$ cat config.mk
export PLATFORM = sky130hd
export DESIGN_NAME = icache_top
export DESIGN_NICKNAME = d
export VERILOG_FILES = /design/src/source/fetch_bus_pkg.sv /design/src/source/icache_pkg.sv /design/src/source/icache_tag_store.sv /design/src/source/icache_data_store.sv /design/src/source/icache_controller.sv /design/src/source/icache_top.sv
export VERILOG_INCLUDE_DIRS = /design/src /design/src/source
export SDC_FILE = /design/constraint.sdc
export NUM_CORES = 1
export LEC_CHECK = 0
export ABC_CLOCK_PERIOD_IN_PS = 5700
export BUFFER_PORTS_ARGS = -buffer_cell sky130_fd_sc_hd__buf_2
export CAP_MARGIN = 20
export CORE_MARGIN = 5
export CORE_UTILIZATION = 50
export CTS_CLUSTER_DIAMETER = 120
export CTS_CLUSTER_SIZE = 8
export DETAILED_ROUTE_END_ITERATION = 12
export PLACE_DENSITY = 0.66
export REMOVE_ABC_BUFFERS = 1
export SYNTH_ARGS = -nofsm -noshare
export SYNTH_HDL_FRONTEND = slang
export SYNTH_HIERARCHICAL = 1
export SYNTH_SLANG_ARGS = --single-unit
export TNS_END_PERCENT = 5
$ cat constraint.sdc
create_clock -name clk -period 5.7 [get_ports clk]
set_input_delay 1.14 -clock clk [delete_from_list [all_inputs] [get_ports clk]]
set_output_delay 1.14 -clock clk [all_outputs]
set_load 0.05 [all_outputs]
$ cat src/source/icache_defines.svh
`ifndef ICACHE_DEFINES_SVH
`define ICACHE_DEFINES_SVH

// ##################################################
// fetch port widths
// ##################################################

`define ICACHE_ADDR_W 32
`define ICACHE_WORD_W 32

// ##################################################
// cache geometry
// ##################################################

`define ICACHE_LINES 16
`define ICACHE_OFFSET_W 2                   // byte offset inside a word.
`define ICACHE_INDEX_W $clog2(`ICACHE_LINES)
`define ICACHE_TAG_W (`ICACHE_ADDR_W - `ICACHE_INDEX_W - `ICACHE_OFFSET_W)

`endif

$ cat src/source/fetch_bus_pkg.sv
`include "icache_defines.svh"

package fetch_bus_pkg;

    typedef logic [`ICACHE_ADDR_W-1:0] fetch_addr_t;
    typedef logic [`ICACHE_WORD_W-1:0] fetch_word_t;

    // ##################################################
    // core side
    // ##################################################

    typedef struct packed {
        logic        valid;                 // held until the response strobe.
        fetch_addr_t addr;
    } cpu_req_t;

    typedef struct packed {
        logic        valid;                 // one cycle wide.
        fetch_word_t data;
    } cpu_rsp_t;

    // ##################################################
    // memory side
    // ##################################################

    typedef struct packed {
        logic        valid;                 // held until ready.
        fetch_addr_t addr;                  // word aligned.
    } mem_req_t;

    typedef struct packed {
        logic        ready;
        fetch_word_t data;                  // valid together with ready.
    } mem_rsp_t;

endpackage

$ cat src/source/icache_pkg.sv
`include "icache_defines.svh"

package icache_pkg;

    // address split is tag | index | byte offset.
    typedef logic [`ICACHE_INDEX_W-1:0] line_index_t;
    typedef logic [`ICACHE_TAG_W-1:0]   line_tag_t;

    typedef struct packed {
        logic      valid;
        line_tag_t tag;
    } tag_entry_t;

    // ##################################################
    // controller states
    // ##################################################

    typedef enum logic [1:0] {
        IDLE,                               // waiting for a fetch.
        LOOKUP,                             // store outputs are valid here.
        REFILL                              // waiting on memory.
    } ctrl_state_e;

endpackage

$ cat src/source/icache_tag_store.sv
`include "icache_defines.svh"

module icache_tag_store (
    input  logic                    clk,
    input  logic                    rst,
    input  logic                    flush,
    input  icache_pkg::line_index_t rd_index,
    output icache_pkg::tag_entry_t  rd_entry,
    input  logic                    wr_en,
    input  icache_pkg::line_index_t wr_index,
    input  icache_pkg::line_tag_t   wr_tag
);
    import icache_pkg::*;

    logic [`ICACHE_LINES-1:0] valid_q;
    line_tag_t                tag_q [`ICACHE_LINES];

    // ##################################################
    // valid bits
    // ##################################################

    always_ff @(posedge clk)
    begin
        if (rst)
        begin
            valid_q <= '0;
        end
        else
        begin
            if (flush)
                valid_q <= '0;
            if (wr_en)
                valid_q[wr_index] <= 1'b1;  // refill beats a flush on its own line.
        end
    end

    // ##################################################
    // tags and read port
    // ##################################################

    always_ff @(posedge clk)
    begin
        if (wr_en)
            tag_q[wr_index] <= wr_tag;
    end

    always_ff @(posedge clk)
    begin
        rd_entry.valid <= valid_q[rd_index];
        rd_entry.tag   <= tag_q[rd_index];
    end

endmodule

$ cat src/source/icache_data_store.sv
`include "icache_defines.svh"

module icache_data_store (
    input  logic                       clk,
    input  icache_pkg::line_index_t    rd_index,
    output fetch_bus_pkg::fetch_word_t rd_word,
    input  logic                       wr_en,
    input  icache_pkg::line_index_t    wr_index,
    input  fetch_bus_pkg::fetch_word_t wr_word
);
    import fetch_bus_pkg::*;

    // one word per line, read beside the tag store.
    fetch_word_t word_q [`ICACHE_LINES];

    always_ff @(posedge clk)
    begin
        if (wr_en)
            word_q[wr_index] <= wr_word;
    end

    always_ff @(posedge clk)
    begin
        rd_word <= word_q[rd_index];        // valid one cycle after the index.
    end

endmodule

$ cat src/source/icache_controller.sv
`include "icache_defines.svh"

module icache_controller (
    input  logic                       clk,
    input  logic                       rst,
    input  fetch_bus_pkg::cpu_req_t    cpu_req,
    output fetch_bus_pkg::cpu_rsp_t    cpu_rsp,
    output fetch_bus_pkg::mem_req_t    mem_req,
    input  fetch_bus_pkg::mem_rsp_t    mem_rsp,
    output icache_pkg::line_index_t    rd_index,
    input  icache_pkg::tag_entry_t     rd_entry,
    input  fetch_bus_pkg::fetch_word_t rd_word,
    output logic                       wr_en,
    output icache_pkg::line_index_t    wr_index,
    output icache_pkg::line_tag_t      wr_tag,
    output fetch_bus_pkg::fetch_word_t wr_word
);
    import fetch_bus_pkg::*;
    import icache_pkg::*;

    ctrl_state_e state_q;
    ctrl_state_e state_d;
    fetch_addr_t addr_q;
    line_index_t addr_index;
    line_tag_t   addr_tag;
    logic        accept;
    logic        lookup_hit;
    logic        lookup_miss;
    logic        refill_done;

    logic        rsp_valid_q;
    fetch_word_t rsp_data_q;
    logic        req_valid_q;
    fetch_addr_t req_addr_q;

    // ##################################################
    // decode
    // ##################################################

    assign addr_index = addr_q[`ICACHE_OFFSET_W +: `ICACHE_INDEX_W];
    assign addr_tag   = addr_q[`ICACHE_ADDR_W-1 -: `ICACHE_TAG_W];

    // the request is still up during the strobe cycle, so skip it once.
    assign accept = (state_q == IDLE) && cpu_req.valid && !rsp_valid_q;

    assign lookup_hit  = (state_q == LOOKUP) && rd_entry.valid && (rd_entry.tag == addr_tag);
    assign lookup_miss = (state_q == LOOKUP) && !lookup_hit;
    assign refill_done = (state_q == REFILL) && mem_rsp.ready;

    // in IDLE the stores look at the incoming address directly.
    assign rd_index = (state_q == IDLE) ? cpu_req.addr[`ICACHE_OFFSET_W +: `ICACHE_INDEX_W]
                                        : addr_index;

    // ##################################################
    // state machine
    // ##################################################

    always_comb
    begin
        state_d = state_q;
        case (state_q)
            IDLE:
            begin
                if (accept)
                    state_d = LOOKUP;
            end
            LOOKUP:
            begin
                state_d = lookup_hit ? IDLE : REFILL;
            end
            REFILL:
            begin
                if (mem_rsp.ready)
                    state_d = IDLE;
            end
            default:
            begin
                state_d = IDLE;
            end
        endcase
    end

    always_ff @(posedge clk)
    begin
        if (rst)
        begin
            state_q     <= IDLE;
            rsp_valid_q <= 1'b0;
            req_valid_q <= 1'b0;
        end
        else
        begin
            state_q     <= state_d;
            rsp_valid_q <= lookup_hit || refill_done;
            if (lookup_miss)
                req_valid_q <= 1'b1;
            else if (refill_done)
                req_valid_q <= 1'b0;
        end
    end

    // ##################################################
    // address and data registers
    // ##################################################

    always_ff @(posedge clk)
    begin
        if (accept)
            addr_q <= cpu_req.addr;
        if (lookup_miss)
            req_addr_q <= {addr_q[`ICACHE_ADDR_W-1:`ICACHE_OFFSET_W], {`ICACHE_OFFSET_W{1'b0}}};
        if (lookup_hit)
            rsp_data_q <= rd_word;
        else if (refill_done)
            rsp_data_q <= mem_rsp.data;     // forwarded while it is written.
    end

    assign cpu_rsp = '{valid: rsp_valid_q, data: rsp_data_q};
    assign mem_req = '{valid: req_valid_q, addr: req_addr_q};

    // refill write goes to both stores on the ready edge.
    assign wr_en    = refill_done;
    assign wr_index = addr_index;
    assign wr_tag   = addr_tag;
    assign wr_word  = mem_rsp.data;

endmodule

$ cat src/source/icache_top.sv
module icache_top (
    input  logic                    clk,
    input  logic                    rst,
    input  logic                    flush,
    input  fetch_bus_pkg::cpu_req_t cpu_req,
    output fetch_bus_pkg::cpu_rsp_t cpu_rsp,
    output fetch_bus_pkg::mem_req_t mem_req,
    input  fetch_bus_pkg::mem_rsp_t mem_rsp
);
    import fetch_bus_pkg::*;
    import icache_pkg::*;

    line_index_t rd_index;
    tag_entry_t  rd_entry;
    fetch_word_t rd_word;
    logic        wr_en;
    line_index_t wr_index;
    line_tag_t   wr_tag;
    fetch_word_t wr_word;

    icache_tag_store i_tag_store (
        .clk      (clk),
        .rst      (rst),
        .flush    (flush),
        .rd_index (rd_index),
        .rd_entry (rd_entry),
        .wr_en    (wr_en),
        .wr_index (wr_index),
        .wr_tag   (wr_tag)
    );

    icache_data_store i_data_store (
        .clk      (clk),
        .rd_index (rd_index),
        .rd_word  (rd_word),
        .wr_en    (wr_en),
        .wr_index (wr_index),
        .wr_word  (wr_word)
    );

    icache_controller i_controller (
        .clk      (clk),
        .rst      (rst),
        .cpu_req  (cpu_req),
        .cpu_rsp  (cpu_rsp),
        .mem_req  (mem_req),
        .mem_rsp  (mem_rsp),
        .rd_index (rd_index),
        .rd_entry (rd_entry),
        .rd_word  (rd_word),
        .wr_en    (wr_en),
        .wr_index (wr_index),
        .wr_tag   (wr_tag),
        .wr_word  (wr_word)
    );

endmodule

==> impl_results.md <==
- Worst Setup Path Type: reg -> reg
- Post-DP HPWL: 46600 µm
- Worst slack, placed: 1.88 ns
- Yosys cell types: 38
- Final-report setup violation count: 0
- CTS tree: built
- Clk buf depth: 3
- CTS root buf: clkbuf_16
- Ratio of cells with drive above 1 in the final layout: 0.325
- CP Max Fanout: 36
- Worst Slack Setup Final: 2.18 ns
- Met2 Resource Use GR: 0.333
- Post-route cell area: 47500 µm²
- Clock transition at path regs: 0.06 ns
- Status: finished clean
- # rows: 104
- Relative slew slack: 0.221
- Largest net degree at the start of global routing: 94
- Fill count: 5774
- Drt initial violations: 1778
- Dpl cell area: 42800 µm²
- Synth Instances: 1815
- Via Count: 19100
- Initial Utilization: 0.506
- Async SR Flop Fraction: 0
- Syn Std Cell Area: 40800 µm²
- YS warnings: 6
- Clk sinks: 1099
- # port buffers: 130
- Vias per cell: 5.92
- Synth Register Bits: 1099
- GP Congestion: 0.734
- Post-synth top area cell: edfxtp_1
- Power density cells: 394 nW/µm²
- Top FF cell, synth: edfxtp_1
- Area growth, synth to finish: 16.4%
- Total CTS buffers: 155
- Worst Tran Pin Value: 1.17 ns
- Final Hold Viols: 0
- Period Utilization, post-route: 0.618
- Drt pass-1 iters: 5
- Post-synth EDFFs: 1020
- Top post-synthesis cells by area: edfxtp_1 (75%), mux4_2 (13%), dfxtp_1 (3.9%), a22oi_1 (2.0%), mux2_2 (0.97%)
- Post-CTS Setup Bufs: 0
- Die Y: 296 µm
- GR peak layer: met2
- Met3 Use GR: 0.0562
- Initial antenna violation count: 10
- Number of max-cap violations: 0
- Max Clk Rate: 0.284 GHz
- VDD IR max: 0.260 mV
- Crit path capture type: flop
- Synth top area share: 0.751
- Cts hold-fix bufs: 0
- ANT nets after route: 0
- Avg WL per Cell: 27.5 µm
- Fin crit period: 3.52 ns
- GRT overflow: 0
- Startpoint types: flop
- Worst min path class: reg -> reg
- Number of global-route vias before repair: 20500
- Leak: 15.4 nW
- RSZ-0062 raised after global routing: no
- DRC viols: 0
- Cts repair resizes: 0
- Max Clock Skew: 0.0287 ns
- H-tree levels: 4
- Final wirelength: 88500 µm
- Nets: 2110
- Critical Path RT: 6.15 ns
- Crit path DAT: 3.98 ns
- Avg Cell Area, Syn: 22.5 µm²
- Max-slew violation count: 0
- Clock latency at the later pin of the worst-skew pair: 0.73 ns
- Die area: 87400 µm²
- # IOs: 135
- Global-route met1 utilization: 0.276
- Gr usage total: 0.205
- First-pass GRT wire length: 131000 µm
- Post-synthesis sequential area ratio: 0.790
- Die width: 296 µm
- Core footprint: 80700 µm²
## cell families after synthesis
group | after synthesis | synth area share
AO/OA/AOI/OAI | 137 | 0.0279
XOR/XNOR | 26 | 0.00558
buffers and inverters | 124 | 0.0184
flip-flops | 1099 | 0.790
multiplexers | 272 | 0.140
other | 1 | 0.0000919
AND/OR/NAND/NOR | 156 | 0.0181
## per-layer routing
| layer | part of all wire | routed length [µm] | vias to the layer above |
|---|---|---|---|
| met4 | 0.025 | 2190 | 12 |
| li1 | - | - | 8038 |
| met5 | 0.00085 | 75 | - |
| met1 | 0.40 | 35400 | 10100 |
| met2 | 0.50 | 44100 | 748 |
| met3 | 0.076 | 6730 | 166 |
## critical path: stages, from the launching register on
cell	delay, ns
edfxtp_1	0.66
xor2_1	0.26
nor4_1	0.51
nand2_1	0.31
nor4_4	0.37
buf_4	0.65
mux2_2	0.46
## cell usage in the layout (no fill, tap or decap), types with 3 or more instances in the layout
| master | netlist | layout |
|---|---|---|
| a22oi_1 | 110 | 110 |
| a22oi_2 | 20 | 20 |
| a2bb2oi_1 | 4 | 4 |
| buf_12 | 1 | 6 |
| buf_2 | 14 | 130 |
| buf_4 | 51 | 52 |
| clkbuf_1 | 32 | 103 |
| clkbuf_16 | 0 | 160 |
| clkinv_8 | 0 | 6 |
| dfxtp_1 | 79 | 79 |
| edfxtp_1 | 1020 | 1020 |
| mux2_2 | 35 | 33 |
| mux4_2 | 236 | 236 |
| nand2_1 | 63 | 63 |
| nand2b_1 | 5 | 4 |
| nand3_1 | 3 | 3 |
| nand3b_1 | 6 | 6 |
| nor2_1 | 45 | 18 |
| nor2_4 | 0 | 26 |
| nor2b_1 | 7 | 3 |
| nor2b_4 | 0 | 3 |
| nor3_2 | 0 | 8 |
| nor4_1 | 5 | 5 |
| xnor2_1 | 4 | 4 |
| xor2_1 | 22 | 22 |
## through the flow
step,power (mW),hold slack [ns],cells,TNS (ns),util
global placement,10.4,0.478,2941,0,0.531
finish,18.7,0.509,3220,0,0.588
global route,19.4,0.528,3218,0,0.588
floorplan,10.1,0.450,1694,-98.94,-
CTS,18.9,0.501,3216,0,0.588
detailed placement,10.4,0.490,2942,0,0.531
## synthesized netlist by cell type (6+ instances only)
master    instances
a22oi_1         110
edfxtp_1       1020
dfxtp_1          79
nor3_1            9
buf_1            16
buf_4            51
buf_6             8
mux4_2          236
mux2_2           35
nand2_1          63
buf_2            14
nor2_1           45
a22oi_2          20
nand3b_1          6
nor2b_1           7
xor2_1           22
clkbuf_1         32
## final cells by class
cell class	count	area, µm²	area share
Clock inverter	11	184	0.00387
Clock buffer	263	4390	0.0925
Antenna cell	2	5.00	0.000105
Sequential cell	1099	32200	0.678
Tap cell	1060	1330	0.0279
Timing Repair Buffer	190	1220	0.0256
Inverter	2	7.51	0.000158
Multi-Input combinational cell	593	8130	0.171
## state kept, by name, summed over array words and instances, names as in the netlist
signal and count:
i_controller/addr_q 30, i_data_store/word_q 512, i_controller/req_valid_q 1, i_data_store/rd_word 32
i_tag_store/rd_entry 27, i_tag_store/valid_q 16, i_controller/rsp_valid_q 1, i_controller/state_q 2
i_tag_store/tag_q 416, i_controller/req_addr_q 30, i_controller/rsp_data_q 32
## report_power, final
part           internal (mW)  switching, mW
combinational          0.483          0.649
clock                   5.21           3.25
sequential              8.99          0.114
total                   14.7           4.01
## path summary, 6_finish.rpt
| kind | start | to | slack, ns | depth (start not counted) |
|---|---|---|---|---|
| worst min register to register | i_tag_store/valid_q[3] | i_tag_store/valid_q[3] | 0.51 | 2 |
| worst min-delay path | i_tag_store/valid_q[3] | i_tag_store/valid_q[3] | 0.51 | 2 |
| worst max-delay path | i_controller/addr_q[24] | i_controller/rsp_data_q[24] | 2.18 | 6 |
| worst max register to register | i_controller/addr_q[24] | i_controller/rsp_data_q[24] | 2.18 | 6 |
No activity file was read; power rests on OpenSTA's default activity.
